==> config.mk <==
export PLATFORM = sky130hd
export DESIGN_NAME = busArbiter
export DESIGN_NICKNAME = d
export VERILOG_FILES = /design/src/verilog/memSysPkg.sv /design/src/verilog/busArbiter.sv
export SDC_FILE = /design/constraint.sdc
export NUM_CORES = 1
export LEC_CHECK = 0
export BUFFER_PORTS_ARGS = -buffer_cell sky130_fd_sc_hd__buf_2
export CORE_MARGIN = 3
export CORE_UTILIZATION = 34
export DETAILED_ROUTE_END_ITERATION = 10
export GPL_ROUTABILITY_DRIVEN = 0
export PLACE_DENSITY = 0.79
export SETUP_SLACK_MARGIN = 0.1
export SLEW_MARGIN = 20
export SYNTH_ARGS = -nofsm -noshare
export SYNTH_HDL_FRONTEND = slang
export SYNTH_SLANG_ARGS = --single-unit
==> constraint.sdc <==
create_clock -name clk -period 1.8 [get_ports clk]
set_clock_uncertainty 0.15 [all_clocks]
set_input_delay 0.27 -clock clk [delete_from_list [all_inputs] [get_ports clk]]
set_output_delay 0.27 -clock clk [all_outputs]
set_load 0.05 [all_outputs]
==> src/verilog/memSysPkg.sv <==
package memSysPkg;

  // Bus and word sizes
  localparam int AddrWidth = 32;
  localparam int DataWidth = 32;
  localparam int MaskWidth = DataWidth / 8;

  // Cache geometry, both caches direct mapped
  localparam int BlockWords = 4;
  localparam int InstrLines = 16;
  localparam int DataLines  = 16;

  // Memory model depth; upper address bits alias
  localparam int MemWords = 1024;

  // Address field widths
  localparam int ByteBits    = $clog2(DataWidth / 8);
  localparam int OffsetBits  = $clog2(BlockWords);
  localparam int IndexBits   = $clog2(DataLines);
  localparam int TagBits     = AddrWidth - IndexBits - OffsetBits - ByteBits;
  localparam int MemAddrBits = $clog2(MemWords);

endpackage
==> src/verilog/busArbiter.sv <==
`timescale 1ns/1ps

module busArbiter (
  input  logic                            clk,
  input  logic                            rst,
  input  logic                            hRequestF,
  input  logic                            hRequestM,
  input  logic                            hWriteM,
  input  logic [memSysPkg::AddrWidth-1:0] hAddrF,
  input  logic [memSysPkg::AddrWidth-1:0] hAddrM,
  input  logic [memSysPkg::DataWidth-1:0] hWDataM,
  input  logic                            hReady,
  output logic                            busReadyF,
  output logic                            busReadyM,
  output logic                            hRequest,
  output logic                            hWrite,
  output logic [memSysPkg::AddrWidth-1:0] hAddr,
  output logic [memSysPkg::DataWidth-1:0] hWData
);

  typedef enum logic [1:0] {
    OwnNone,
    OwnFetch,
    OwnData
  } ownerT;

  ownerT owner;
  ownerT grant;

  // Current owner holds while requesting, otherwise data side first
  always_comb begin
    if (owner == OwnFetch && hRequestF) grant = OwnFetch;
    else if (owner == OwnData && hRequestM) grant = OwnData;
    else if (hRequestM) grant = OwnData;
    else if (hRequestF) grant = OwnFetch;
    else grant = OwnNone;
  end

  always_ff @(posedge clk) begin
    if (rst) owner <= OwnNone;
    else owner <= grant;
  end

  assign hRequest  = (grant != OwnNone);
  assign hWrite    = (grant == OwnData) && hWriteM;
  assign hAddr     = (grant == OwnData) ? hAddrM : hAddrF;
  assign hWData    = (grant == OwnData) ? hWDataM : '0;

  // Ready goes back to the owner only
  assign busReadyF = hReady && (grant == OwnFetch);
  assign busReadyM = hReady && (grant == OwnData);

endmodule

==> flow_summary.ini <==
[outcome]
status = finished with violations
violations = setup timing

[placed_design]
placedCellCount = 405
place_ws_ns = 0.0936
port_buffers = 169
hpwl_mm = 4.67

[finish]
multi_input_area_um2 = 1690
fillers = 191
largest_reg_flops = 2
instances_no_fill = 417
postLayoutCoreUtil = 0.880
area_growth_syn_to_layout_pct = 145
drive_gt1_frac = 0.713
final_cell_mix = 102 x buf_2, 35 x buf_8, 34 x and3_4
reg.largest.list = owner x2
regArea_um2 = 42.5
largest-register = owner
final_common_cell = buf_2
final_nets = 470

[yosys]
synth_fa_ha_area_frac = 0
synth_area_leaders = o211ai_2 25%, nand4b_1 19%, and3_1 15%
ys_types = 17
synth.avg_cell_area_um2 = 7.21
synth.largest_area_cell = o211ai_2
synth.mux.area_fraction = 0
synth_nets = 304
syn_inst = 202
yosys.area_share.simple = 0.586
synthXorXnorAreaFrac = 0
yosys_warnings = 0
yosysTopAreaCellShare = 0.249
ys_seq_elements = 2
synth_compound_area_frac = 0.278
ys_seq_area_frac = 0.0275
netlist_area_um2 = 1460
synth_top_family_by_area = simple AND/OR/NAND/NOR gates

[route]
firstDrtPassIters = 5
vias = 2528
drtIter0Drc = 203
drcViolationCount = 0
routed_via_density = 6.06
finalWirelength_mm = 9.60
wl_per_cell_um = 23.0
postRouteAntennaNets = 0

[global_route]
grt_max_degree = 52
grt_antenna_before_repair = 1
track_usage = 0.340
grt_overflow = 0
grt_pass1_vias = 2597
grt_pass1_wl_mm = 13.7

[timing]
tightestPinTransition_ns = 0.262
finalSetupViolCount = 49
min_period_over_period = 1.05
finalCriticalPeriod_ns = 1.89
maxSlewHeadroom = 0.825
layout_setup_ws_ns = -0.0903
rsz0062_at_grt = yes
drv_slew = 0
hold_viol_final = 0
fmax_ghz = 0.529

[power_and_ir_drop]
sw_frac_of_total = 0.517
p_leak_nw = 1.55
p_sw_mw = 0.773
pwr-share-clk = 0.120
combinationalPowerShare = 0.846
intPower_mw = 0.721
power_frac_seq = 0.034
peakVddDrop_uv = 341
power_density_nw_per_um2 = 419

[worst_setup_path]
crit_fanout = 5
crit_chain = and3b_4 > buf_6 > o211ai_1 > buf_4
critical_path_arrival_ns = 1.47
cp.required_ns = 1.38
end_kind = output port
slowest_stage = dfxtp_2
cp-start-kind = flop
max_stage_delay_ns = 0.35
path_class = reg -> out

[die]
die_w_um = 71.5
ios = 170
initial_utilization = 0.359
design.die.area_um2 = 5110
dieHeight_um = 71.5
rows = 23
core-area_um2 = 4060

[clock_tree]
cts_sinks = 2
cts_root_buf = clkbuf_8
path_clk_slew_ns = 0.03
clk_latency_ns = 0.21
cts-htree-levels = 1
clock_path_buffers = 2
cts_tree = built
ctsHoldBuffers = 0
numCtsBuffers = 3

[hold_path]
hp-class = in -> reg

[job]
cap_violations = 0
## cell families (layout without fill, tap and decap cells)
| family | after synthesis | in the layout |
|---|---|---|
| AOI/OAI and AO/OA | 34 | 34 |
| and+or+nand+nor | 135 | 135 |
| DFF | 2 | 2 |
| other | 0 | 1 |
| buffers and inverters | 31 | 195 |
## power groups by stage
stage / logic (mW) / registers, mW / clock network [mW]
final: 1.26 / 0.0509 / 0.179
after global routing: 1.30 / 0.0510 / 0.185
after CTS: 1.21 / 0.0499 / 0.181
after detailed placement: 0.954 / 0.0496 / 0
after global placement: 0.944 / 0.0496 / 0
after floorplan: 0.695 / 0.0494 / 0
## critical path, delay by kind of cell (launching register included)
kind	cells	cell delay (ns)
AOI/OAI and AO/OA	1	0.26
buffers and inverters	2	0.39
DFF	1	0.35
and+or+nand+nor	1	0.26
## timing repair
action / 4_1_cts / 5_1_grt
gates resized for setup: 206 / 3
hold endpoints to repair: 0 / 0
setup buffers: 2 / 1
gates cloned: 5 / 0
pin swaps: 18 / 20
setup endpoints to repair: 67 / 67
## stage by stage
stage | TNS (ns) | hold slack, ns | area (um^2) | power [mW]
floorplan | -0.291 | 0.191 | 1720 | 0.744
global placement | 0 | 0.322 | 2630 | 0.994
detailed placement | 0 | 0.314 | 2630 | 1.00
CTS | -0.0354 | 0.0858 | 3530 | 1.44
global route | -2.56 | 0.102 | 3570 | 1.54
finish | -0.884 | 0.102 | 3570 | 1.49
## synthesized netlist by cell type
cell type / n
nand2_1: 32
o211ai_1: 3
o211a_1: 2
clkbuf_1: 21
dfxtp_1: 2
and3_1: 34
nand2b_1: 32
inv_1: 2
buf_6: 5
and2b_1: 1
nor3_2: 1
nand3b_1: 1
o211ai_2: 29
and3b_1: 1
buf_2: 3
nand4b_1: 32
or2_2: 1
## layer usage
metal  GRT usage  up-vias  routed length (um)
met5           0        -                   0
met4       0.123        0                 465
met3       0.121       43                 988
met2       0.588      194                4780
met1       0.383     1204                3360
li1            -     1087                   -
## final timing paths
path                  from  endpoint  slack, ns  cells past startpoint
setup / recovery  owner[1]  hAddr[0]      -0.09                      4
hold / removal         rst  owner[1]       0.10                      2
setup reg to reg  owner[1]  owner[0]       0.47                      3
hold reg to reg   owner[0]  owner[1]       0.72                      3
## final cells by class
class / instances / area share
repair buffers: 190 / 0.484
multi-input cells: 169 / 0.472
well taps: 50 / 0.0175
flip-flops and latches: 2 / 0.0119
clock buffers: 3 / 0.0116
inverters: 2 / 0.00210
diodes: 1 / 0.000701
Note: power is estimated with default switching activity, not from simulation.
