**src/verilog/memSysPkg.sv**
```systemverilog
package memSysPkg;

  // Bus and word sizes
  localparam int AddrWidth = 32;
  localparam int DataWidth = 32;
  localparam int MaskWidth = DataWidth / 8;

  // Cache geometry, both caches direct mapped
  localparam int BlockWords = 4;
  localparam int InstrLines = 16;
  localparam int DataLines  = 16;

  // Memory model depth; upper address bits alias
  localparam int MemWords = 1024;

  // Address field widths
  localparam int ByteBits    = $clog2(DataWidth / 8);
  localparam int OffsetBits  = $clog2(BlockWords);
  localparam int IndexBits   = $clog2(DataLines);
  localparam int TagBits     = AddrWidth - IndexBits - OffsetBits - ByteBits;
  localparam int MemAddrBits = $clog2(MemWords);

endpackage
```
**src/verilog/instrCache.sv**
```systemverilog
`timescale 1ns/1ps

module instrCache (
  input  logic                            clk,
  input  logic                            rst,
  input  logic                            enable,
  input  logic                            invalidate,
  input  logic [memSysPkg::AddrWidth-1:0] pc,
  input  logic [memSysPkg::DataWidth-1:0] hRData,
  input  logic                            busReady,
  output logic [memSysPkg::DataWidth-1:0] instr,
  output logic                            stall,
  output logic [memSysPkg::AddrWidth-1:0] hAddr,
  output logic                            hRequest
);
  import memSysPkg::*;

  typedef enum logic [1:0] {
    Idle,
    Fill,
    Single
  } stateT;

  stateT                 state;
  logic [OffsetBits-1:0] beat;
  logic                  lastBeat;
  logic [InstrLines-1:0] valid;
  logic [TagBits-1:0]    tagArr [InstrLines];
  logic [DataWidth-1:0]  lineData [InstrLines*BlockWords];

  logic [TagBits-1:0]    tag;
  logic [IndexBits-1:0]  index;
  logic [OffsetBits-1:0] offset;
  logic                  hit;

  assign tag      = pc[AddrWidth-1 -: TagBits];
  assign index    = pc[ByteBits+OffsetBits +: IndexBits];
  assign offset   = pc[ByteBits +: OffsetBits];
  assign hit      = valid[index] && (tagArr[index] == tag);
  assign lastBeat = (beat == BlockWords - 1);

  // Uncached fetch returns the bus word directly
  assign instr    = (state == Single) ? hRData : lineData[{index, offset}];
  assign hRequest = (state != Idle);

  // Fills walk the block from word 0
  assign hAddr = (state == Fill) ?
                 {pc[AddrWidth-1:ByteBits+OffsetBits], beat, {ByteBits{1'b0}}} :
                 {pc[AddrWidth-1:ByteBits], {ByteBits{1'b0}}};

  always_comb begin
    case (state)
      Fill:    stall = 1'b1;
      Single:  stall = !busReady;
      default: stall = !(enable && hit);
    endcase
  end

  always_ff @(posedge clk) begin
    if (rst) begin
      state <= Idle;
      beat  <= '0;
    end else begin
      case (state)
        Idle: begin
          if (!enable) state <= Single;
          else if (!hit) state <= Fill;
        end
        Fill: begin
          if (busReady) begin
            beat <= beat + 1'b1;
            if (lastBeat) state <= Idle;
          end
        end
        Single: begin
          if (busReady) state <= Idle;
        end
        default: state <= Idle;
      endcase
    end
  end

  // Line becomes valid with its last word
  always_ff @(posedge clk) begin
    if (rst || invalidate) valid <= '0;
    else if (state == Fill && busReady && lastBeat) valid[index] <= 1'b1;
  end

  always_ff @(posedge clk) begin
    if (state == Fill && busReady) begin
      lineData[{index, beat}] <= hRData;
      if (lastBeat) tagArr[index] <= tag;
    end
  end

endmodule

```
**config.mk**
```make
export PLATFORM = sky130hd
export DESIGN_NAME = instrCache
export DESIGN_NICKNAME = d
export VERILOG_FILES = /design/src/verilog/memSysPkg.sv /design/src/verilog/instrCache.sv
export SDC_FILE = /design/constraint.sdc
export NUM_CORES = 2
export LEC_CHECK = 0
export BUFFER_PORTS_ARGS = -buffer_cell sky130_fd_sc_hd__buf_2
export CAP_MARGIN = 20
export CORE_UTILIZATION = 30
export DETAILED_ROUTE_END_ITERATION = 6
export GPL_TIMING_DRIVEN = 0
export REMOVE_ABC_BUFFERS = 1
export SYNTH_ARGS = -nofsm -noshare
export SYNTH_HDL_FRONTEND = slang
export SYNTH_SLANG_ARGS = --single-unit
```
**constraint.sdc**
```tcl
create_clock -name clk -period 12.6 [get_ports clk]
set_input_delay 1.89 -clock clk [delete_from_list [all_inputs] [get_ports clk]]
set_output_delay 1.89 -clock clk [all_outputs]
set_load 0.02 [all_outputs]
```
==> flow_metrics.env <==
export IMPL_holdPathEnd="valid[10]$_SDFFE_PP0P_"
export IMPL_root_buffer="clkbuf_16"
export IMPL_viasPerCell=5.24
export IMPL_die_x_um=565
export IMPL_syn2layout_area_growth_pct=17.2
export IMPL_p_int_mw=13.0
export IMPL_rrSetupSlack_ps=8560
export IMPL_globalRouteOverflowTotal=0
export IMPL_ir_worst_vdd_mv=0.126
export IMPL_cts_max_path_buffers=4
export IMPL_r2r_end="lineData[38][20]$_DFFE_PP_"
export IMPL_grt_max_degree=91
export IMPL_critPathMaxStageDelay_ps=1020
export IMPL_synth_area_um2=95200
export IMPL_dieArea_um2=320000
export IMPL_layout_common_cells="edfxtp_1, mux4_2, clkbuf_16"
export IMPL_critPathKind="in2out"
export IMPL_cts_sinks=2452
export IMPL_cts_max_level=4
export IMPL_hold_start="valid[10]$_SDFFE_PP0P_"
export IMPL_max_freq_mhz=120
export IMPL_place_hpwl_mm=160
export IMPL_status="completed"
export IMPL_clk_pin_slew_worst_paths_ps=60
export IMPL_async_flop_share=0
export IMPL_final_common_cell="edfxtp_1"
export IMPL_swShare=0.216
export IMPL_pre_cts_slack_ps=4120
export IMPL_dieHeight_um=565
export IMPL_worst_setup_path_end_kind="output port"
export IMPL_place_congestion=0.743
export IMPL_vias=46200
export IMPL_placed_cell_area_um2=104000
export IMPL_r2r_start="state[1]$_SDFFE_PP0P_"
export IMPL_tritoncts="yes"
export IMPL_cp_cell_sequence="buf_8 -> buf_16 -> buf_16 -> nand3_1 -> nor2_1 -> a221oi_1 -> nand2_1 -> nor4_1 -> a21oi_1 -> buf_2"
export IMPL_synth_top_cell_by_area="edfxtp_1"
export IMPL_yosys_top_cells_area="edfxtp_1, mux4_2, mux2i_1"
export IMPL_synth_edff_count=2432
export IMPL_rsz0062_at_grt="false"
export IMPL_synth_warnings=0
export IMPL_relSlewSlack=0.119
export IMPL_synth_yosys_seq_area_share=0.771
export IMPL_grt_total_usage=0.161
export IMPL_postLayoutCoreUtil=0.354
export IMPL_coreArea_um2=315000
export IMPL_drc=0
export IMPL_p_sw_mw=3.59
export IMPL_drv_slew=0
export IMPL_required_ps=10710
export IMPL_io_pins=135
export IMPL_power_density_nw_per_um2=149
export IMPL_power_share_clock=0.404
export IMPL_hold_buffers=0
export IMPL_drive_gt1_frac=0.314
export IMPL_worstRegToRegCells=7
export IMPL_nets=4563
export IMPL_fin_area_um2=112000
export IMPL_netlist_area_leader_share=0.767
export IMPL_postCtsSetupBuffers=0
export IMPL_postCtsResizedCells=0
export IMPL_cp_slowest_cell="a21oi_1"
export IMPL_leakage_nw=34.4
export IMPL_hold_class="reg2reg"
export IMPL_dr_pass1_iters=5
export IMPL_crit_arrival_ps=6460
export IMPL_cap_violations=0
export IMPL_finalHoldViolations=0
export IMPL_synth_main_ff_cell="edfxtp_1"
export IMPL_numPortBuffers=130
export IMPL_synth_distinct_cells=69
export IMPL_worstSkewPairLatency_ps=920
export IMPL_rows=206
export IMPL_cpMostUsedCell="buf_16"
export IMPL_ant_nets=0
export IMPL_start_kind="input pin"
export IMPL_hold_path_depth=1
export IMPL_totalWireLength_mm=260
export IMPL_tightest_slew_ps=1320
export IMPL_cts_buffers=229
export IMPL_initial_core_util=0.302
export IMPL_first_global_vias=46100
export IMPL_drt_wirelength_per_cell_um=29.4
export IMPL_skew_ps=108
export IMPL_setup_viol=0
export IMPL_pwr_share_comb=0.057
export IMPL_syn_inst=4145
export IMPL_min_period_over_period=0.663
export IMPL_worst_slack_ps=4250
export IMPL_antenna_found_initial=20
export IMPL_synth_area_per_cell_um2=23.0
export IMPL_post_route_min_period_ps=8350
export IMPL_drt_iter0_drc=6049
export IMPL_sequentialPowerShare=0.539
export IMPL_p_total_mw=16.6
export IMPL_path_max_fanout=90
export IMPL_synth_seq_cells=2452
export IMPL_grt_pass1_wl_mm=363
==> logic make-up (layout without fill, tap and decap cells) <==
group	count (synthesis)	after routing	synth area share
multiplexers	831	831	0.177
other	1	3	0.0000394
AO/OA/AOI/OAI	247	247	0.0182
AND/OR/NAND/NOR	295	295	0.0138
adder cells (fa/ha/maj)	4	4	0.000526
flip-flops	2452	2452	0.771
buffers and inverters	289	813	0.0171
XOR/XNOR	26	26	0.00239
==> sequential cells by signal, indices dropped and copies added, names as in the netlist <==
register / flops
state: 2
lineData: 2048
valid: 16
tagArr: 384
beat: 2
==> metrics by stage <==
| step | TNS, ps | cells | hold WS [ps] |
|---|---|---|---|
| 4_1_cts | 0 | 8805 | 467 |
| 5_1_grt | 0 | 8831 | 484 |
| 2_1_floorplan | 0 | 3893 | 435 |
| 3_3_place_gp | -8556250 | 8183 | 442 |
| 6_report | 0 | 8831 | 467 |
| 3_5_place_dp | 0 | 8394 | 453 |
==> Yosys cell counts (21+ instances only) <==
cell      number
mux4_2       657
buf_1         21
nor2_1        97
buf_2         85
mux2_2        31
edfxtp_1    2432
nand2_1      107
inv_1         36
a22oi_1       35
nor3_1        24
buf_4         78
a21oi_1       53
o21ai_0       46
clkbuf_1      54
mux2i_1      127
==> power groups by stage <==
stage | sequential (mW) | combinational (mW) | clock, mW
after floorplan | 9.15 | 0.387 | 0
after global placement | 9.15 | 1.16 | 0
after detailed placement | 9.15 | 0.941 | 0
after CTS | 8.97 | 0.943 | 6.82
after global routing | 8.96 | 0.999 | 7.13
final | 8.97 | 0.942 | 6.72
==> worst max-delay path: cells and delay by family <==
family	cells	cell delay (ps)
simple gates	4	1690
compound gates	2	1350
buf+inv	4	1210
==> area by class of cell <==
type	instances	area, um^2
fillers	28700	204000
flip-flops and latches	2452	73400
well taps	4160	5200
diodes	1	2.50
clock inverters	142	1190
repair buffers	366	4940
clock buffers	269	5900
multi-input cells	1405	20800
inverters	36	138
==> routing by layer <==
layer | GRT usage | part of all wire | vias to the layer above
met1 | 0.226 | 0.42 | 25200
met5 | 0 | 0.00015 | -
met3 | 0.0306 | 0.085 | 439
li1 | - | - | 18400
met2 | 0.255 | 0.47 | 2227
met4 | 0.0434 | 0.029 | 6
==> how the worst max path moves through the flow <==
stage | from | end | cells after the start
2_1_floorplan | pc[5] | stall | 7
3_3_place_gp | pc[2] | instr[10] | 9
3_5_place_dp | pc[2] | instr[4] | 10
4_1_cts | pc[2] | instr[4] | 10
5_1_grt | pc[2] | instr[4] | 10
6_report | pc[7] | instr[16] | 10
Power figures use the tool's default switching activity.
