[config.mk]
export PLATFORM = sky130hd
export DESIGN_NAME = dataCache
export DESIGN_NICKNAME = d
export VERILOG_FILES = /design/src/verilog/memSysPkg.sv /design/src/verilog/dataCache.sv
export SDC_FILE = /design/constraint.sdc
export NUM_CORES = 2
export LEC_CHECK = 0
export BUFFER_PORTS_ARGS = -buffer_cell sky130_fd_sc_hd__buf_2
export CORE_ASPECT_RATIO = 1.1
export CORE_MARGIN = 2
export CORE_UTILIZATION = 30
export CTS_BUF_LIST = sky130_fd_sc_hd__clkbuf_2
export DETAILED_ROUTE_END_ITERATION = 6
export GPL_TIMING_DRIVEN = 0
export SETUP_SLACK_MARGIN = 0.15
export SLEW_MARGIN = 10
export SYNTH_ARGS = -nofsm -noshare
export SYNTH_HDL_FRONTEND = slang
export SYNTH_SLANG_ARGS = --single-unit
[constraint.sdc]
create_clock -name clk -period 5.45 [get_ports clk]
set_input_delay 0 -clock clk [delete_from_list [all_inputs] [get_ports clk]]
set_output_delay 0 -clock clk [all_outputs]
set_load 0.01 [all_outputs]
[src/verilog/memSysPkg.sv]
package memSysPkg;

  // Bus and word sizes
  localparam int AddrWidth = 32;
  localparam int DataWidth = 32;
  localparam int MaskWidth = DataWidth / 8;

  // Cache geometry, both caches direct mapped
  localparam int BlockWords = 4;
  localparam int InstrLines = 16;
  localparam int DataLines  = 16;

  // Memory model depth; upper address bits alias
  localparam int MemWords = 1024;

  // Address field widths
  localparam int ByteBits    = $clog2(DataWidth / 8);
  localparam int OffsetBits  = $clog2(BlockWords);
  localparam int IndexBits   = $clog2(DataLines);
  localparam int TagBits     = AddrWidth - IndexBits - OffsetBits - ByteBits;
  localparam int MemAddrBits = $clog2(MemWords);

endpackage
[src/verilog/dataCache.sv]
`timescale 1ns/1ps

module dataCache (
  input  logic                            clk,
  input  logic                            rst,
  input  logic                            enable,
  input  logic                            invalidate,
  input  logic                            memWrite,
  input  logic                            memRead,
  input  logic [memSysPkg::AddrWidth-1:0] adr,
  input  logic [memSysPkg::DataWidth-1:0] wd,
  input  logic [memSysPkg::MaskWidth-1:0] byteMask,
  input  logic [memSysPkg::DataWidth-1:0] hRData,
  input  logic                            busReady,
  output logic [memSysPkg::DataWidth-1:0] rd,
  output logic                            stall,
  output logic [memSysPkg::AddrWidth-1:0] hAddr,
  output logic [memSysPkg::DataWidth-1:0] hWData,
  output logic                            hRequest,
  output logic                            hWrite
);
  import memSysPkg::*;

  typedef enum logic [2:0] {
    Idle,
    Fill,
    Single,
    ReadOld,
    Write
  } stateT;

  stateT                 state;
  logic [OffsetBits-1:0] beat;
  logic                  lastBeat;
  logic                  storeHit;
  logic [DataLines-1:0]  valid;
  logic [TagBits-1:0]    tagArr [DataLines];
  logic [DataWidth-1:0]  lineData [DataLines*BlockWords];

  logic [TagBits-1:0]    tag;
  logic [IndexBits-1:0]  index;
  logic [OffsetBits-1:0] offset;
  logic                  hit;
  logic [DataWidth-1:0]  cachedWord;
  logic [DataWidth-1:0]  oldWord;
  logic [DataWidth-1:0]  mergedWord;

  function automatic logic [DataWidth-1:0] mergeBytes(
    input logic [DataWidth-1:0] base,
    input logic [DataWidth-1:0] newData,
    input logic [MaskWidth-1:0] mask
  );
    logic [DataWidth-1:0] merged;
    merged = base;
    for (int b = 0; b < MaskWidth; b++) begin
      if (mask[b]) merged[8*b +: 8] = newData[8*b +: 8];
    end
    return merged;
  endfunction

  assign tag        = adr[AddrWidth-1 -: TagBits];
  assign index      = adr[ByteBits+OffsetBits +: IndexBits];
  assign offset     = adr[ByteBits +: OffsetBits];
  assign hit        = valid[index] && (tagArr[index] == tag);
  assign lastBeat   = (beat == BlockWords - 1);
  assign cachedWord = lineData[{index, offset}];
  assign mergedWord = mergeBytes(oldWord, wd, byteMask);

  assign rd       = (state == Single) ? hRData : cachedWord;
  assign hWData   = mergedWord;
  assign hWrite   = (state == Write);
  assign hRequest = (state != Idle);
  assign hAddr = (state == Fill) ?
                 {adr[AddrWidth-1:ByteBits+OffsetBits], beat, {ByteBits{1'b0}}} :
                 {adr[AddrWidth-1:ByteBits], {ByteBits{1'b0}}};

  // Only an enabled read hit finishes without the bus
  always_comb begin
    case (state)
      Fill, ReadOld:  stall = 1'b1;
      Single, Write:  stall = !busReady;
      default:        stall = memWrite || (memRead && !(enable && hit));
    endcase
  end

  always_ff @(posedge clk) begin
    if (rst) begin
      state    <= Idle;
      beat     <= '0;
      storeHit <= 1'b0;
    end else begin
      case (state)
        Idle: begin
          if (memWrite) begin
            storeHit <= hit;
            state    <= hit ? Write : ReadOld;
          end else if (memRead && !enable) begin
            state <= Single;
          end else if (memRead && !hit) begin
            state <= Fill;
          end
        end
        Fill: begin
          if (busReady) begin
            beat <= beat + 1'b1;
            if (lastBeat) state <= Idle;
          end
        end
        ReadOld: begin
          if (busReady) state <= Write;
        end
        Single, Write: begin
          if (busReady) state <= Idle;
        end
        default: state <= Idle;
      endcase
    end
  end

  // Word to merge into: cached copy on a hit, else the old memory word
  always_ff @(posedge clk) begin
    if (state == Idle && memWrite) oldWord <= cachedWord;
    else if (state == ReadOld && busReady) oldWord <= hRData;
  end

  always_ff @(posedge clk) begin
    if (rst || invalidate) valid <= '0;
    else if (state == Fill && busReady && lastBeat) valid[index] <= 1'b1;
  end

  // Store hits update the line even while disabled, so it stays coherent
  always_ff @(posedge clk) begin
    if (state == Fill && busReady) begin
      lineData[{index, beat}] <= hRData;
      if (lastBeat) tagArr[index] <= tag;
    end else if (state == Write && busReady && storeHit) begin
      lineData[{index, offset}] <= mergedWord;
    end
  end

endmodule

==> out/results.ini <==
[outcome]
status = finished, violations left
failing_checks = setup timing

[power]
leakagePower_nw = 37.4
comb_power_share_pct = 7.9
power_mw = 36.0
power.ir.vdd_worst_mv = 0.171
cell_internal_pwr_mw = 26.9
share_clk_of_total_power_pct = 33.5
power.switching_mw = 9.11
power_frac_seq_pct = 58.6
power.switching_fraction_pct = 25.3
pwr_density_cell_nw_per_um2 = 311

[min_path]
holdPathStages = 2
hold-path-endpoint = hAddr[7]
hold_path_class = in -> out
min_from = adr[7]

[place]
place_ws_ns = -0.0358
dpl_cell_area_um2 = 107000
detailedPlacementHpwl_um = 202000
portBuffers = 193
routabilityCongestion = 0.843

[die]
dieHeight_um = 600
initial_utilization_pct = 30.2
core_um2 = 321000
die-width_um = 546
fp.dieArea_um2 = 328000
number_of_top_level_pins = 206
std_cell_rows = 218

[clocking]
clock-sinks = 2486
clock_tree.htree_level_count = 6
cts_buffers = 591
clockRootBuffer = sky130_fd_sc_hd__clkbuf_2
clock_insertion_delay_worst_skew_ns = 1.87
tritoncts = yes
cts.reportedPaths.clkPinSlew_ns = 0.10
clock_tree.buffer_depth = 4

[setup_path]
max_stage_delay_ns = 0.90
critPathCaptureType = flip-flop
path_class = reg -> reg
critical_path.most_common_cell = sky130_fd_sc_hd__buf_12
r2r-end = lineData[28][22]
worst_setup_path_startpoint = state[1]
r2r_setup_slack_ns = -0.10
timing.critical_path.from_type = flip-flop
timing.rr.start = state[1]
crit_path_max_fanout = 13
cpMaxStageDelayCell = sky130_fd_sc_hd__mux2i_1
crit_path_cell_trace = clkbuf_1, nor2_1, nand2_1, inv_1, and3_1, clkdlybuf4s15_1, mux2i_1, nand3_1, nor2_4, buf_12, buf_12
worst_ep_arrival_time_ns = 6.99
reg2reg_depth = 11
cp_data_required_time_ns = 6.89

[layout]
postLayoutCellArea_um2 = 116000
nets = 5652
layout-drive-gt1-share_pct = 38.9
area.growth.synth_to_final_pct = 19.4

[route]
detail_route.wirelength.met1_um = 111000
first_pass_iters = 7
via_per_inst = 5.32
wl_met2_um = 152000
detail-route-antenna-nets = 0
route.detailed.drc = 0
num_vias = 54300
routed_length_per_instance_um = 30.7
routed.top_layer = met5
wl_met3_um = 29400
routed_wl_um = 313000
drt-initial-drc-count = 7331

[sta]
period_needed_ns = 5.55
max_freq_mhz = 180
unrepaired_setup_endpoints_after_global_routing = true
timing_worst_slew_pin_value_ns = 1.40
timing.slew.headroom_pct = 6.83
layout_setup_ws_ns = -0.102
layout_worst_path_cycle_share_pct = 102
fin_skew_ns = 0.307
setup-violations-final = 14
final-hold-violation-count = 0
timing.setup.tns_ns = -0.622
timing.final.max_slew_violations = 0

[flow_run]
cap_viol_max_count = 0

[logic_synthesis]
asyncSetResetFlopFracSynth_pct = 0
mean_instance_size_in_the_synthesized_netlist_um2 = 22.8
number_of_enable_type_register_cells_in_the_synthesized_netlist = 2464
synth-main-ff-cell = sky130_fd_sc_hd__edfxtp_1
syn-cell-area_um2 = 96900
synth.lib_cells_used.distinct = 65
ys_seq_elements = 2486
seq_area_frac_synth_pct = 76.8
post_synth_inst_count = 4256
ys_warn_count = 0

[global_route]
grt_start_max_net_pins = 65
grt_pass1_vias = 54500
grt_antenna_before_repair = 17
global_route.overflow_total = 0
grtUsageTotal_pct = 18.6
grt_first_pass_wirelength_um = 425000

[area by class of cell]
type	instances	area, µm²
flip-flops and latches	2486	74400
well taps	4290	5370
plain buffers	254	1480
inverters	16	60.1
repair buffers	694	7550
diodes	15	37.5
clock inverters	135	972
multi-input cells	1501	21700
clock buffers	820	4100
fillers	29400	205000
[repair_timing]
item / 4_1_cts / 5_1_grt
hold endpoints to repair: 2977 / 841
setup endpoints to repair: 32 / 151
resized for setup: 2 / 7
setup buffers: 14 / 21
hold buffers: 286 / 23
pin swaps: 7 / 7
[synth_stat cells, types with 7 or more instances]
library cell,number,area share [%]
sky130_fd_sc_hd__a211oi_1,13,0.10
sky130_fd_sc_hd__a21oi_1,57,0.29
sky130_fd_sc_hd__a221oi_1,17,0.15
sky130_fd_sc_hd__a22o_1,16,0.14
sky130_fd_sc_hd__a22oi_1,42,0.33
sky130_fd_sc_hd__and2_1,7,0.045
sky130_fd_sc_hd__buf_1,11,0.043
sky130_fd_sc_hd__buf_2,67,0.35
sky130_fd_sc_hd__buf_4,69,0.53
sky130_fd_sc_hd__buf_6,16,0.19
sky130_fd_sc_hd__clkbuf_1,89,0.34
sky130_fd_sc_hd__dfxtp_1,22,0.45
sky130_fd_sc_hd__edfxtp_1,2464,76
sky130_fd_sc_hd__inv_1,15,0.058
sky130_fd_sc_hd__mux2_2,112,1.3
sky130_fd_sc_hd__mux2i_1,146,1.5
sky130_fd_sc_hd__mux4_2,661,15
sky130_fd_sc_hd__nand2_1,50,0.19
sky130_fd_sc_hd__nand2b_1,11,0.071
sky130_fd_sc_hd__nand3_1,13,0.067
sky130_fd_sc_hd__nor2_1,156,0.60
sky130_fd_sc_hd__nor2b_1,11,0.071
sky130_fd_sc_hd__nor3_1,17,0.088
sky130_fd_sc_hd__o211ai_1,8,0.062
sky130_fd_sc_hd__o21a_1,18,0.14
sky130_fd_sc_hd__o21ai_0,32,0.17
sky130_fd_sc_hd__o22ai_1,27,0.17
sky130_fd_sc_hd__xnor2_1,21,0.19
sky130_fd_sc_hd__xor2_1,7,0.063
[worst max-delay path by stage]
| stage | end | slack (ns) | cells past startpoint |
|---|---|---|---|
| floorplan | lineData[1][0] | 1.51 | 10 |
| global placement | lineData[30][28] | -2.82 | 11 |
| detailed placement | oldWord[26] | -0.04 | 9 |
| CTS | rd[14] | 0.16 | 11 |
| global route | lineData[28][22] | -0.08 | 11 |
| finish | lineData[28][22] | -0.10 | 11 |
[power by group through the flow]
stage               sequential [mW]  clock (mW)  combinational, mW
floorplan                      21.5           0               1.38
global placement               21.5           0               2.44
detailed placement             21.5           0               2.54
CTS                            21.1        12.2               2.77
global route                   21.1        13.1               2.93
finish                         21.1        12.1               2.84
[metrics by stage]
step	hold WS [ns]	cells	util [%]
floorplan	0.0918	4257	-
global placement	0.191	8740	32.2
detailed placement	0.184	8896	33.3
CTS	0.00698	10200	35.9
global route	0.134	10200	36.0
finish	0.184	10200	36.0
[critical path, delay by kind of cell, from the launching register on]
family	cells	cell delay (ns)
simple gates	5	2.26
buf+inv	5	1.73
flops	1	0.32
mux	1	0.90
[registers in the layout, summed over array words and instances, names as in the netlist]
signal / count
valid: 16
storeHit: 1
lineData: 2048
tagArr: 384
state: 3
beat: 2
oldWord: 32
[logic make-up after synthesis]
family | count (synthesis) | share of synthesized area, %
compound gates | 264 | 1.89
xor+xnor | 28 | 0.253
fa+ha+maj | 1 | 0.0129
buf+inv | 270 | 1.56
flops | 2486 | 76.8
mux | 919 | 18.2
other cells | 1 | 0.00387
simple gates | 287 | 1.31
[layout by cell type, fill, tap and decap left out, types with 12 or more instances in the layout]
| master | netlist | routed |
|---|---|---|
| sky130_fd_sc_hd__a22o_1 | 16 | 16 |
| sky130_fd_sc_hd__clkbuf_2 | 0 | 832 |
| sky130_fd_sc_hd__nor2_4 | 0 | 72 |
| sky130_fd_sc_hd__o21ai_0 | 32 | 30 |
| sky130_fd_sc_hd__clkbuf_1 | 89 | 76 |
| sky130_fd_sc_hd__o22ai_1 | 27 | 27 |
| sky130_fd_sc_hd__bufinv_16 | 0 | 15 |
| sky130_fd_sc_hd__a21oi_1 | 57 | 56 |
| sky130_fd_sc_hd__a211oi_1 | 13 | 12 |
| sky130_fd_sc_hd__inv_1 | 15 | 15 |
| sky130_fd_sc_hd__mux2_4 | 0 | 22 |
| sky130_fd_sc_hd__buf_6 | 16 | 27 |
| sky130_fd_sc_hd__nor2_1 | 156 | 80 |
| sky130_fd_sc_hd__diode_2 | 0 | 15 |
| sky130_fd_sc_hd__nand2_1 | 50 | 50 |
| sky130_fd_sc_hd__buf_4 | 69 | 115 |
| sky130_fd_sc_hd__o21a_1 | 18 | 18 |
| sky130_fd_sc_hd__dlygate4sd3_1 | 0 | 309 |
| sky130_fd_sc_hd__mux2_2 | 112 | 90 |
| sky130_fd_sc_hd__edfxtp_1 | 2464 | 2464 |
| sky130_fd_sc_hd__nand3_1 | 13 | 12 |
| sky130_fd_sc_hd__inv_2 | 1 | 12 |
| sky130_fd_sc_hd__a221oi_1 | 17 | 15 |
| sky130_fd_sc_hd__xnor2_1 | 21 | 21 |
| sky130_fd_sc_hd__clkinv_1 | 0 | 85 |
| sky130_fd_sc_hd__clkinvlp_4 | 0 | 12 |
| sky130_fd_sc_hd__mux4_2 | 661 | 661 |
| sky130_fd_sc_hd__mux2i_1 | 146 | 146 |
| sky130_fd_sc_hd__dfxtp_1 | 22 | 22 |
| sky130_fd_sc_hd__buf_12 | 2 | 88 |
| sky130_fd_sc_hd__a22oi_1 | 42 | 42 |
| sky130_fd_sc_hd__buf_2 | 67 | 265 |
| sky130_fd_sc_hd__buf_16 | 0 | 45 |
[metal layers]
layer / global-route usage, % / up-vias
met5: 0 / -
met4: 9.99 / 10
met3: 4.03 / 936
met2: 31.1 / 3668
met1: 22.4 / 28800
li1: - / 21000
(Power assumes the default switching activity.)
